--- src/soc_periph_pkg.sv ---
// Peripheral subsystem package with bus widths, address map and register offsets
`default_nettype none

package soc_periph_pkg;

  // Bus geometry
  localparam int bus_addr_width = 32;
  localparam int bus_data_width = 32;
  localparam int bus_be_width   = 4;

  // Device base addresses, each device owns one 4 KiB window
  localparam logic [bus_addr_width-1:0] gpio_start  = 32'h8000_0000;
  localparam logic [bus_addr_width-1:0] timer_start = 32'h8000_2000;
  localparam logic [bus_addr_width-1:0] pwm_start   = 32'h8000_3000;
  localparam logic [bus_addr_width-1:0] dev_mask    = 32'hFFFF_F000;

  typedef enum logic [1:0] {
    dev_gpio,
    dev_timer,
    dev_pwm
  } dev_e;

  localparam int nr_devices = 3;

  // Base table in dev_e order
  localparam logic [bus_addr_width-1:0] dev_base [nr_devices] = '{
    gpio_start,
    timer_start,
    pwm_start
  };

  // GPIO registers
  localparam logic [bus_addr_width-1:0] gpio_out_off = 32'h0;
  localparam logic [bus_addr_width-1:0] gpio_in_off  = 32'h4;

  // Timer registers
  localparam logic [bus_addr_width-1:0] timer_mtime_lo_off = 32'h0;
  localparam logic [bus_addr_width-1:0] timer_mtime_hi_off = 32'h4;
  localparam logic [bus_addr_width-1:0] timer_cmp_lo_off   = 32'h8;
  localparam logic [bus_addr_width-1:0] timer_cmp_hi_off   = 32'hC;

  // PWM registers, repeated once per channel window
  localparam logic [bus_addr_width-1:0] pwm_period_off  = 32'h0;
  localparam logic [bus_addr_width-1:0] pwm_width_off   = 32'h4;
  localparam logic [bus_addr_width-1:0] pwm_chan_stride = 32'h8;

endpackage

`default_nettype wire

--- src/dev_bus_if.sv ---
// Device bus interface carrying one device's request strobe and its response
`default_nettype none

interface dev_bus_if;
  import soc_periph_pkg::*;

  // Request side, driven by the decoder
  logic                      req;
  logic [bus_addr_width-1:0] addr;
  logic                      we;
  logic [bus_be_width-1:0]   be;
  logic [bus_data_width-1:0] wdata;

  // Response side, one cycle after req
  logic                      rvalid;
  logic [bus_data_width-1:0] rdata;
  logic                      err;

  modport host (
    output req, addr, we, be, wdata,
    input  rvalid, rdata, err
  );

  modport device (
    input  req, addr, we, be, wdata,
    output rvalid, rdata, err
  );

endinterface

`default_nettype wire

--- src/pwm_channel.sv ---
// PWM channel with a wrapping counter compared against the pulse width
`default_nettype none

module pwm_channel #(
  parameter int pwm_ctr_size = 8
) (
  input  wire logic                    clk_sys_i,
  input  wire logic                    rst_sys_ni,

  input  wire logic [pwm_ctr_size-1:0] period_i,
  input  wire logic [pwm_ctr_size-1:0] width_i,
  output      logic                    pwm_o
);

  logic [pwm_ctr_size-1:0] ctr_q;

  // Full cycle is period plus one clocks
  always_ff @(posedge clk_sys_i or negedge rst_sys_ni) begin
    if (!rst_sys_ni) begin
      ctr_q <= '0;
    end else if (ctr_q >= period_i) begin
      // Also recovers when period drops below the running count
      ctr_q <= '0;
    end else begin
      ctr_q <= ctr_q + 1'b1;
    end
  end

  assign pwm_o = ctr_q < width_i;

endmodule

`default_nettype wire

--- src/pwm_regs.sv ---
// PWM register file with per-channel period and width feeding identical channels
`default_nettype none

module pwm_regs #(
  parameter int pwm_width    = 12,
  parameter int pwm_ctr_size = 8
) (
  input  wire logic                 clk_sys_i,
  input  wire logic                 rst_sys_ni,

  dev_bus_if.device                 bus_i,

  output      logic [pwm_width-1:0] pwm_o
);
  import soc_periph_pkg::*;

  logic [pwm_ctr_size-1:0]   period_q [pwm_width];
  logic [pwm_ctr_size-1:0]   width_q  [pwm_width];
  logic [bus_addr_width-1:0] chan_idx;
  logic [bus_addr_width-1:0] reg_off;
  logic                      wr;
  logic [bus_data_width-1:0] rd_data;
  logic [bus_data_width-1:0] rdata_q;
  logic                      rvalid_q;

  // Channel window and register within it
  assign chan_idx = bus_i.addr / pwm_chan_stride;
  assign reg_off  = bus_i.addr % pwm_chan_stride;
  assign wr       = bus_i.req & bus_i.we;

  always_ff @(posedge clk_sys_i or negedge rst_sys_ni) begin
    if (!rst_sys_ni) begin
      for (int c = 0; c < pwm_width; c++) begin
        period_q[c] <= '0;
        width_q[c]  <= '0;
      end
      rvalid_q <= 1'b0;
    end else begin
      rvalid_q <= bus_i.req;
      for (int c = 0; c < pwm_width; c++) begin
        if (wr && chan_idx == c && reg_off == pwm_period_off) begin
          period_q[c] <= bus_i.wdata[pwm_ctr_size-1:0];
        end
        if (wr && chan_idx == c && reg_off == pwm_width_off) begin
          width_q[c] <= bus_i.wdata[pwm_ctr_size-1:0];
        end
      end
    end
  end

  // Channels past pwm_width never match and read zero
  always_comb begin
    rd_data = '0;
    for (int c = 0; c < pwm_width; c++) begin
      if (chan_idx == c && reg_off == pwm_period_off) begin
        rd_data[pwm_ctr_size-1:0] = period_q[c];
      end else if (chan_idx == c && reg_off == pwm_width_off) begin
        rd_data[pwm_ctr_size-1:0] = width_q[c];
      end
    end
  end

  always_ff @(posedge clk_sys_i) begin
    if (bus_i.req) begin
      rdata_q <= bus_i.we ? '0 : rd_data;
    end
  end

  assign bus_i.rvalid = rvalid_q;
  assign bus_i.rdata  = rdata_q;
  assign bus_i.err    = 1'b0;

  for (genvar c = 0; c < pwm_width; c++) begin : g_chan
    pwm_channel #(
      .pwm_ctr_size (pwm_ctr_size)
    ) u_chan (
      .clk_sys_i  (clk_sys_i),
      .rst_sys_ni (rst_sys_ni),
      .period_i   (period_q[c]),
      .width_i    (width_q[c]),
      .pwm_o      (pwm_o[c])
    );
  end

endmodule

`default_nettype wire

--- src/gpio_regs.sv ---
// GPIO block with a byte-writable output register and a synchronized input register
`default_nettype none

module gpio_regs #(
  parameter int gpi_width = 8,
  parameter int gpo_width = 16
) (
  input  wire logic                 clk_sys_i,
  input  wire logic                 rst_sys_ni,

  dev_bus_if.device                 bus_i,

  input  wire logic [gpi_width-1:0] gp_i,
  output      logic [gpo_width-1:0] gp_o
);
  import soc_periph_pkg::*;

  logic [gpo_width-1:0]      gp_out_q;
  logic [gpi_width-1:0]      gp_meta_q;
  logic [gpi_width-1:0]      gp_sync_q;
  logic [bus_data_width-1:0] rd_data;
  logic [bus_data_width-1:0] rdata_q;
  logic                      rvalid_q;
  logic                      wr_out;

  assign wr_out = bus_i.req & bus_i.we & (bus_i.addr == gpio_out_off);

  always_ff @(posedge clk_sys_i or negedge rst_sys_ni) begin
    if (!rst_sys_ni) begin
      gp_out_q  <= '0;
      gp_meta_q <= '0;
      gp_sync_q <= '0;
      rvalid_q  <= 1'b0;
    end else begin
      // Two-flop synchronizer on the pins
      gp_meta_q <= gp_i;
      gp_sync_q <= gp_meta_q;
      rvalid_q  <= bus_i.req;
      if (wr_out) begin
        for (int i = 0; i < gpo_width; i++) begin
          if (bus_i.be[i/8]) begin
            gp_out_q[i] <= bus_i.wdata[i];
          end
        end
      end
    end
  end

  always_comb begin
    rd_data = '0;
    if (bus_i.addr == gpio_out_off) begin
      rd_data[gpo_width-1:0] = gp_out_q;
    end else if (bus_i.addr == gpio_in_off) begin
      rd_data[gpi_width-1:0] = gp_sync_q;
    end
  end

  // Writes answer with zero data
  always_ff @(posedge clk_sys_i) begin
    if (bus_i.req) begin
      rdata_q <= bus_i.we ? '0 : rd_data;
    end
  end

  assign bus_i.rvalid = rvalid_q;
  assign bus_i.rdata  = rdata_q;
  assign bus_i.err    = 1'b0;
  assign gp_o         = gp_out_q;

endmodule

`default_nettype wire

--- src/timer_regs.sv ---
// Machine timer with 64-bit mtime, compare register and level interrupt
`default_nettype none

module timer_regs (
  input  wire logic clk_sys_i,
  input  wire logic rst_sys_ni,

  dev_bus_if.device bus_i,

  output      logic timer_irq_o
);
  import soc_periph_pkg::*;

  logic [63:0]               mtime_q;
  logic [63:0]               cmp_q;
  logic                      irq_q;
  logic                      wr;
  logic                      bad_off;
  logic [bus_data_width-1:0] rd_data;
  logic [bus_data_width-1:0] rdata_q;
  logic                      rvalid_q;
  logic                      err_q;

  assign wr = bus_i.req & bus_i.we;

  // Offset decode for reads and the error flag
  always_comb begin
    rd_data = '0;
    bad_off = 1'b0;
    case (bus_i.addr)
      timer_mtime_lo_off: rd_data = mtime_q[31:0];
      timer_mtime_hi_off: rd_data = mtime_q[63:32];
      timer_cmp_lo_off:   rd_data = cmp_q[31:0];
      timer_cmp_hi_off:   rd_data = cmp_q[63:32];
      default:            bad_off = 1'b1;
    endcase
  end

  always_ff @(posedge clk_sys_i or negedge rst_sys_ni) begin
    if (!rst_sys_ni) begin
      mtime_q <= '0;
      cmp_q   <= '1;
      irq_q   <= 1'b0;
    end else begin
      // A write to mtime replaces the increment for that cycle
      if (wr && bus_i.addr == timer_mtime_lo_off) begin
        mtime_q[31:0] <= bus_i.wdata;
      end else if (wr && bus_i.addr == timer_mtime_hi_off) begin
        mtime_q[63:32] <= bus_i.wdata;
      end else begin
        mtime_q <= mtime_q + 64'd1;
      end
      if (wr && bus_i.addr == timer_cmp_lo_off) begin
        cmp_q[31:0] <= bus_i.wdata;
      end
      if (wr && bus_i.addr == timer_cmp_hi_off) begin
        cmp_q[63:32] <= bus_i.wdata;
      end
      irq_q <= mtime_q >= cmp_q;
    end
  end

  always_ff @(posedge clk_sys_i or negedge rst_sys_ni) begin
    if (!rst_sys_ni) begin
      rvalid_q <= 1'b0;
      err_q    <= 1'b0;
    end else begin
      rvalid_q <= bus_i.req;
      err_q    <= bus_i.req & bad_off;
    end
  end

  always_ff @(posedge clk_sys_i) begin
    if (bus_i.req) begin
      rdata_q <= bus_i.we ? '0 : rd_data;
    end
  end

  assign bus_i.rvalid = rvalid_q;
  assign bus_i.rdata  = rdata_q;
  assign bus_i.err    = err_q;
  assign timer_irq_o  = irq_q;

  a_err_with_rvalid : assert property (
    @(posedge clk_sys_i) disable iff (!rst_sys_ni) bus_i.err |-> bus_i.rvalid
  );

endmodule

`default_nettype wire

--- src/periph_bus.sv ---
// Peripheral address decoder routing host requests to devices and merging responses
`default_nettype none

module periph_bus (
  input  wire logic                                      clk_sys_i,
  input  wire logic                                      rst_sys_ni,

  input  wire logic                                      host_req_i,
  input  wire logic [soc_periph_pkg::bus_addr_width-1:0] host_addr_i,
  input  wire logic                                      host_we_i,
  input  wire logic [soc_periph_pkg::bus_be_width-1:0]   host_be_i,
  input  wire logic [soc_periph_pkg::bus_data_width-1:0] host_wdata_i,
  output      logic                                      host_rvalid_o,
  output      logic [soc_periph_pkg::bus_data_width-1:0] host_rdata_o,
  output      logic                                      host_err_o,

  dev_bus_if.host                                        dev_o [soc_periph_pkg::nr_devices]
);
  import soc_periph_pkg::*;

  logic [nr_devices-1:0]     dev_hit;
  logic [nr_devices-1:0]     dev_req;
  logic [nr_devices-1:0]     dev_rvalid;
  logic [nr_devices-1:0]     dev_err;
  logic [bus_data_width-1:0] dev_rdata [nr_devices];
  logic                      miss;
  logic                      miss_q;

  for (genvar i = 0; i < nr_devices; i++) begin : g_dev
    assign dev_hit[i] = (host_addr_i & dev_mask) == dev_base[i];
    assign dev_req[i] = host_req_i & dev_hit[i];

    // Offset only, devices never see the base
    assign dev_o[i].req   = dev_req[i];
    assign dev_o[i].addr  = host_addr_i & ~dev_mask;
    assign dev_o[i].we    = host_we_i;
    assign dev_o[i].be    = host_be_i;
    assign dev_o[i].wdata = host_wdata_i;

    assign dev_rvalid[i] = dev_o[i].rvalid;
    assign dev_rdata[i]  = dev_o[i].rdata;
    assign dev_err[i]    = dev_o[i].err;
  end

  assign miss = host_req_i & ~|dev_hit;

  // Unmapped access answers on its own after one cycle
  always_ff @(posedge clk_sys_i or negedge rst_sys_ni) begin
    if (!rst_sys_ni) begin
      miss_q <= 1'b0;
    end else begin
      miss_q <= miss;
    end
  end

  always_comb begin
    host_rvalid_o = miss_q;
    host_err_o    = miss_q;
    host_rdata_o  = '0;
    for (int i = 0; i < nr_devices; i++) begin
      if (dev_rvalid[i]) begin
        host_rvalid_o = 1'b1;
        host_rdata_o  = dev_rdata[i];
        host_err_o    = host_err_o | dev_err[i];
      end
    end
  end

  a_one_dev_req : assert property (
    @(posedge clk_sys_i) disable iff (!rst_sys_ni) $onehot0(dev_req)
  );

  // Every device and the miss path keep the one-cycle answer
  a_req_answered : assert property (
    @(posedge clk_sys_i) disable iff (!rst_sys_ni) host_req_i |=> host_rvalid_o
  );

endmodule

`default_nettype wire

--- src/periph_subsystem.sv ---
// Peripheral subsystem top with host port, address decoder, GPIO, timer and PWM
`default_nettype none

module periph_subsystem #(
  parameter int gpi_width    = 8,
  parameter int gpo_width    = 16,
  parameter int pwm_width    = 12,
  parameter int pwm_ctr_size = 8
) (
  input  wire logic                                      clk_sys_i,
  input  wire logic                                      rst_sys_ni,

  input  wire logic                                      host_req_i,
  input  wire logic [soc_periph_pkg::bus_addr_width-1:0] host_addr_i,
  input  wire logic                                      host_we_i,
  input  wire logic [soc_periph_pkg::bus_be_width-1:0]   host_be_i,
  input  wire logic [soc_periph_pkg::bus_data_width-1:0] host_wdata_i,
  output      logic                                      host_rvalid_o,
  output      logic [soc_periph_pkg::bus_data_width-1:0] host_rdata_o,
  output      logic                                      host_err_o,

  input  wire logic [gpi_width-1:0]                      gp_i,
  output      logic [gpo_width-1:0]                      gp_o,
  output      logic [pwm_width-1:0]                      pwm_o,
  output      logic                                      timer_irq_o
);
  import soc_periph_pkg::*;

  // One device port per entry of dev_e
  dev_bus_if dev_bus [nr_devices] ();

  periph_bus u_bus (
    .clk_sys_i     (clk_sys_i),
    .rst_sys_ni    (rst_sys_ni),
    .host_req_i    (host_req_i),
    .host_addr_i   (host_addr_i),
    .host_we_i     (host_we_i),
    .host_be_i     (host_be_i),
    .host_wdata_i  (host_wdata_i),
    .host_rvalid_o (host_rvalid_o),
    .host_rdata_o  (host_rdata_o),
    .host_err_o    (host_err_o),
    .dev_o         (dev_bus)
  );

  gpio_regs #(
    .gpi_width (gpi_width),
    .gpo_width (gpo_width)
  ) u_gpio (
    .clk_sys_i  (clk_sys_i),
    .rst_sys_ni (rst_sys_ni),
    .bus_i      (dev_bus[dev_gpio]),
    .gp_i       (gp_i),
    .gp_o       (gp_o)
  );

  timer_regs u_timer (
    .clk_sys_i   (clk_sys_i),
    .rst_sys_ni  (rst_sys_ni),
    .bus_i       (dev_bus[dev_timer]),
    .timer_irq_o (timer_irq_o)
  );

  pwm_regs #(
    .pwm_width    (pwm_width),
    .pwm_ctr_size (pwm_ctr_size)
  ) u_pwm (
    .clk_sys_i  (clk_sys_i),
    .rst_sys_ni (rst_sys_ni),
    .bus_i      (dev_bus[dev_pwm]),
    .pwm_o      (pwm_o)
  );

endmodule

`default_nettype wire

--- config.mk ---
export PLATFORM = sky130hd
export DESIGN_NAME = periph_subsystem
export DESIGN_NICKNAME = d
export VERILOG_FILES = /design/src/soc_periph_pkg.sv /design/src/dev_bus_if.sv /design/src/pwm_channel.sv /design/src/pwm_regs.sv /design/src/gpio_regs.sv /design/src/timer_regs.sv /design/src/periph_bus.sv /design/src/periph_subsystem.sv
export SDC_FILE = /design/constraint.sdc
export NUM_CORES = 1
export LEC_CHECK = 0
export ABC_AREA = 1
export BUFFER_PORTS_ARGS = -buffer_cell sky130_fd_sc_hd__buf_2
export CAP_MARGIN = 20
export CELL_PAD_IN_SITES_DETAIL_PLACEMENT = 0
export CELL_PAD_IN_SITES_GLOBAL_PLACEMENT = 1
export CORE_ASPECT_RATIO = 0.7
export CORE_MARGIN = 10
export CORE_UTILIZATION = 51
export DETAILED_ROUTE_END_ITERATION = 8
export PLACE_DENSITY = 0.94
export RECOVER_POWER = 25
export SYNTH_ARGS = -nofsm -noshare
export SYNTH_HDL_FRONTEND = slang
export SYNTH_HIERARCHICAL = 1
export SYNTH_SLANG_ARGS = --single-unit
export TNS_END_PERCENT = 1
--- constraint.sdc ---
create_clock -name clk_sys_i -period 6.6 [get_ports clk_sys_i]
set_input_delay 0.66 -clock clk_sys_i [delete_from_list [all_inputs] [get_ports clk_sys_i]]
set_output_delay 0.66 -clock clk_sys_i [all_outputs]
set_load 0.05 [all_outputs]
==> summary.txt, run 1 <==
Mapped Area = 0.0349 sq mm
IO buf count = 140
max-slew violations = 74
Clock Skew = 26.9 ps
full die area = 0.0794 sq mm
fmax = 235 MHz
Crit Path Class = input port to asynchronous set/reset pin
CTS tree = built
Finish-stage setup viols = 0
via count = 29.8k
cell row count = 80
fillcell total = 6535
P_int = 5.02 mW
proportion of layout cells with a drive suffix above 1 = 0.104
Comb pwr share = 0.030
overall power = 6.55 mW
crit path cell chain = clkbuf_1, buf_4
drt drc = 0
all-layer global routing usage = 0.250
drt total wl = 101 mm
core area = 0.0680 sq mm
met2 wire length = 38.8 mm
CP max FO = 75
Seq pwr share = 0.485
Yosys Warn Count = 6
CTS Sinks = 510
switching power = 1.52 mW
Congestion Overflow GR = 0
drt pass-1 iters = 7
initial antenna violation count = 12
met1 WL = 49.2 mm
slew of the pin with the lowest slew margin = 4440 ps
Worst-Skew Late Latency = 640 ps
WP data arrival = 4910 ps
nets@finish = 5047
switching part of the total power = 0.232
Slew HR = -1.96
Die W = 333 microns
post-route ant nets = 0
Setup WS pre-CTS = 2030 ps
Mapped Cells = 4721
area delta synth->final = 6.13%
Max Cap Viol = 1
routability cong. = 0.982
TritonCTS Buffers = 55
Clock Tree Root = clkbuf_16
first-pass GRT wire length = 158 mm
VDD IR max = 0.000191 V
design area = 0.0370 sq mm
mean area per synthesized cell = 7.38 sq um
DR vias/cell = 5.27
area post-placement = 0.0351 sq mm
Power Dens Cells = 177 mW/mm^2
Worst EP required = 7260 ps
Slowest Stage Delay on Critical Path = 3040 ps
Die Y-Extent = 239 microns
RSZ-0062 raised after global routing = no
maximum number of pins on one net before global-route repair = 133
Clock Tree Buf Depth = 3
outcome = complete, but fails checks
Clk pwr share = 0.485
Hold Slack = 126 ps
startpoint class of the critical path = input port
CP endpoint kind = asynchronous set/reset pin
Pleak = 17.6 nW
Iter 0 DRT Violations = 3149
Top Ports = 143
postcts setup bufs = 0
Final Cycle Share = 0.645
Final Hold Fails = 0
top sig layer = met5
Worst Hold Class = input port to register
post-layout min period = 4260 ps
cell family with most CP delay = buffers and inverters
setup TNS = 0 ps
slowest CP cell = clkbuf_1
failing checks = capacitance limit, slew limit
Initial Util = 0.513
Worst Setup Slack, final = 2340 ps
met3 routed WL = 12.2 mm
clk slew on worst S/H paths = 60 ps
# hold bufs at CTS = 0
post-CTS sizing = 0
H-tree levels = 2
wire per inst = 17.9 microns
Buf/Inv on CP = 2
vias in the first global route = 27.1k
DP HPWL = 74.2 mm
## final cells by class
class,count,area [sq um],share of cell area
Antenna cell,4,10.0,0.000271
Clock buffer,75,1560,0.0422
Clock inverter,28,263,0.00710
Inverter,602,2270,0.0613
Multi-Input combinational cell,3374,17700,0.477
Sequential cell,510,13100,0.355
Tap cell,902,1130,0.0305
Timing Repair Buffer,167,988,0.0267
## power groups by stage
stage	Clock, mW	Combinational (mW)	Sequential, mW
finish	3.17	0.194	3.18
global placement	0	0.188	3.23
global route	3.36	0.217	3.18
floorplan	0	0.141	3.23
detailed placement	0	0.191	3.23
CTS	3.23	0.192	3.18
## registers in the layout (all words and copies together) (netlist names)
signal                     flops
u_timer/timer_irq_o            1
u_pwm/period_q                96
u_gpio/bus_i.rvalid            1
u_timer/cmp_q                 64
u_pwm/width_q                 96
u_pwm/bus_i.rdata              8
u_pwm/g_chan.u_chan/ctr_q     96
u_pwm/bus_i.rvalid             1
u_timer/bus_i.rdata           32
u_bus/miss_q                   1
u_gpio/gp_o                   16
u_timer/bus_i.rvalid           1
u_gpio/gp_meta_q               8
u_timer/mtime_q               64
u_timer/bus_i.err              1
u_gpio/gp_sync_q               8
u_gpio/bus_i.rdata            16
## placed cells by master (no fill, tap or decap), drive strengths merged, types with 7 or more instances in the layout
cell type / instances
dfstp: 64
nand3b: 7
conb: 102
a21o: 13
nor3: 26
o21ai: 351
xnor2: 35
nand3: 298
inv: 601
xor2: 56
ha: 257
edfxtp: 56
clkbuf: 81
o211ai: 14
nand2: 1301
clkinv: 21
dfrtp: 390
a21oi: 194
nand4: 71
nor2: 566
o22ai: 24
buf: 161
or2: 51
## through the flow
stage	instances	util
after floorplan	4820	-
after global placement	5551	0.516
after detailed placement	5552	0.517
after CTS	5655	0.543
after global routing	5660	0.544
final	5662	0.544
## metal layers
layer,track usage,vias to the layer above
li1,-,14749
met1,0.383,13831
met2,0.335,1156
met3,0.0849,82
met4,0.0426,6
met5,0,-
## final timing paths
kind / from / endpoint / slack [ps] / cells past startpoint
max in group clk_sys_i: host_addr_i[1] / u_pwm/bus_i.rdata[7] / 2550 / 27
setup reg to reg: u_pwm/period_q[95] / u_pwm/bus_i.rdata[7] / 3780 / 24
hold reg to reg: u_gpio/gp_meta_q[0] / u_gpio/gp_sync_q[0] / 350 / 0
setup / recovery: rst_sys_ni / u_pwm/period_q[26] / 2340 / 2
min in group asynchronous: rst_sys_ni / u_timer/mtime_q[25] / 1600 / 1
hold / removal: gp_i[7] / u_gpio/gp_meta_q[7] / 130 / 1
Note: power is estimated with default switching activity, not from simulation.
==> inputs of run 2 (changes only) <==
--- a/config.mk
+++ b/config.mk
@@ -12,9 +12,9 @@
 export CELL_PAD_IN_SITES_GLOBAL_PLACEMENT = 1
 export CORE_ASPECT_RATIO = 0.7
 export CORE_MARGIN = 10
-export CORE_UTILIZATION = 51
+export CORE_UTILIZATION = 47
 export DETAILED_ROUTE_END_ITERATION = 8
-export PLACE_DENSITY = 0.94
+export PLACE_DENSITY = 0.89
 export RECOVER_POWER = 25
 export SYNTH_ARGS = -nofsm -noshare
 export SYNTH_HDL_FRONTEND = slang
==> constraint.sdc (replaced) <==
create_clock -name clk_sys_i -period 4.2 [get_ports clk_sys_i]
set_input_delay 0.42 -clock clk_sys_i [delete_from_list [all_inputs] [get_ports clk_sys_i]]
set_output_delay 0.42 -clock clk_sys_i [all_outputs]
set_load 0.05 [all_outputs]
==> summary.txt, run 2 (synthesis results as in run 1) <==
top flop regs = u_pwm/g_chan.u_chan/ctr_q (96), u_pwm/period_q (96), u_pwm/width_q (96)
startpoint class of the critical path = input port
placed cells = 5650
CP endpoint kind = register
Congestion Overflow GR = 0
Final Cycle Share = 0.810
wire per inst = 18.2 microns
DP HPWL = 78.7 mm
fillcell total = 7196
Slowest Stage Delay on Critical Path = 380 ps
Hold Crit Endpoint = u_timer/mtime_q[20]
H-tree levels = 2
Worst Hold Class = input port to register
CTS Sinks = 510
Finish-stage setup viols = 0
final non-filler cell total = 5767
slew of the pin with the lowest slew margin = 2490 ps
Clock Tree Buf Depth = 3
Final Hold Fails = 0
max-slew violations = 74
Power Dens Cells = 280 mW/mm^2
CTS tree = built
Die Y-Extent = 248 microns
Crit Path Class = input port to register
slowest CP cell = nor4_2
# hold bufs at CTS = 10
Pleak = 17.8 nW
drt drc = 0
Iter 0 DRT Violations = 2978
initial antenna violation count = 16
WHS Path Cells = 3
Worst Setup Slack, final = 799 ps
Top Ports = 143
via count = 30.0k
first-pass GRT wire length = 163 mm
Die W = 346 microns
post-route ant nets = 0
all-layer global routing usage = 0.238
clk slew on worst S/H paths = 70 ps
CP max FO = 11
vias in the first global route = 27.5k
nets@finish = 5079
Worst-Skew Late Latency = 630 ps
WP data arrival = 3800 ps
FF-to-FF End = u_pwm/bus_i.rdata[5]
highest-count cells in the layout ignoring fill and taps = nand2_1 (1277), inv_1 (577), nor2_1 (522)
Slew HR = -0.662
post-layout min period = 3400 ps
failing checks = capacitance limit, slew limit
Clock Skew = 30.8 ps
fmax = 294 MHz
setup slack, reg-to-reg = 1430 ps
Setup WS pre-CTS = 273 ps
routability cong. = 0.974
most common cell after layout, fill and taps aside = nand2_1
area post-placement = 0.0354 sq mm
Reg2Reg Depth = 30
Hold Crit Start = host_wdata_i[20]
design area = 0.0374 sq mm
cell row count = 83
drt pass-1 iters = 6
Worst EP required = 4600 ps
full die area = 0.0856 sq mm
proportion of layout cells with a drive suffix above 1 = 0.109
maximum number of pins on one net before global-route repair = 132
area delta synth->final = 7.37%
Max Cap Viol = 2
core area = 0.0734 sq mm
outcome = complete, but fails checks
reg-to-reg startpoint = u_pwm/width_q[85]
Crit path top cell by count = nand2_1
RSZ-0062 raised after global routing = no
IO buf count = 140
setup TNS = 0 ps
postcts setup bufs = 0
drt total wl = 105 mm
VDD IR max = 0.000300 V
TritonCTS Buffers = 55
Clock Tree Root = clkbuf_16
DR vias/cell = 5.20
Initial Util = 0.475
post-CTS sizing = 0
## run 2: how the worst max path moves through the flow
| stage | start | endpoint | slack [ps] |
|---|---|---|---|
| 2_1_floorplan | host_addr_i[23] | u_timer/mtime_q[35] | 850 |
| 3_3_place_gp | host_addr_i[11] | u_pwm/bus_i.rdata[5] | 270 |
| 3_5_place_dp | host_addr_i[10] | u_pwm/bus_i.rdata[7] | 270 |
| 4_1_cts | host_addr_i[10] | u_pwm/bus_i.rdata[7] | 920 |
| 5_1_grt | rst_sys_ni | u_pwm/period_q[54] | 280 |
| 6_report | host_addr_i[11] | u_pwm/bus_i.rdata[5] | 800 |
## run 2: cell type report
type,count,area (sq um),area share
clock buffers,74,1570,0.0419
clock inverters,28,324,0.00866
diodes,3,7.51,0.000201
inverters,602,2270,0.0606
repair buffers,199,1260,0.0338
well taps,977,1220,0.0327
flip-flops and latches,510,13100,0.351
multi-input cells,3374,17700,0.472
## run 2: stage by stage
step | utilization | hold slack (ps) | total power, mW
final | 0.510 | 22.3 | 10.5
after global routing | 0.510 | 17.6 | 10.8
after CTS | 0.510 | 3.46 | 10.6
after detailed placement | 0.483 | 336 | 5.40
after global placement | 0.482 | 337 | 5.39
after floorplan | - | 124 | 5.30
## run 2: report_power, final
group	internal (mW)	switching, mW
registers	4.99	0.00399
clock network	2.99	2.18
logic	0.0660	0.253
total	8.05	2.44
## run 2: worst max-delay path: cells and delay by family
family                 cells  cell delay [ps]
AND/OR/NAND/NOR           30             2940
buffers and inverters      3              440
## run 2: per-layer routing
layer	GRT usage	up-vias	share of wire
met1	0.364	13940	0.49
met4	0.0396	20	0.013
met2	0.311	1146	0.37
li1	-	14787	-
met3	0.0926	103	0.13
met5	0	-	0.0011
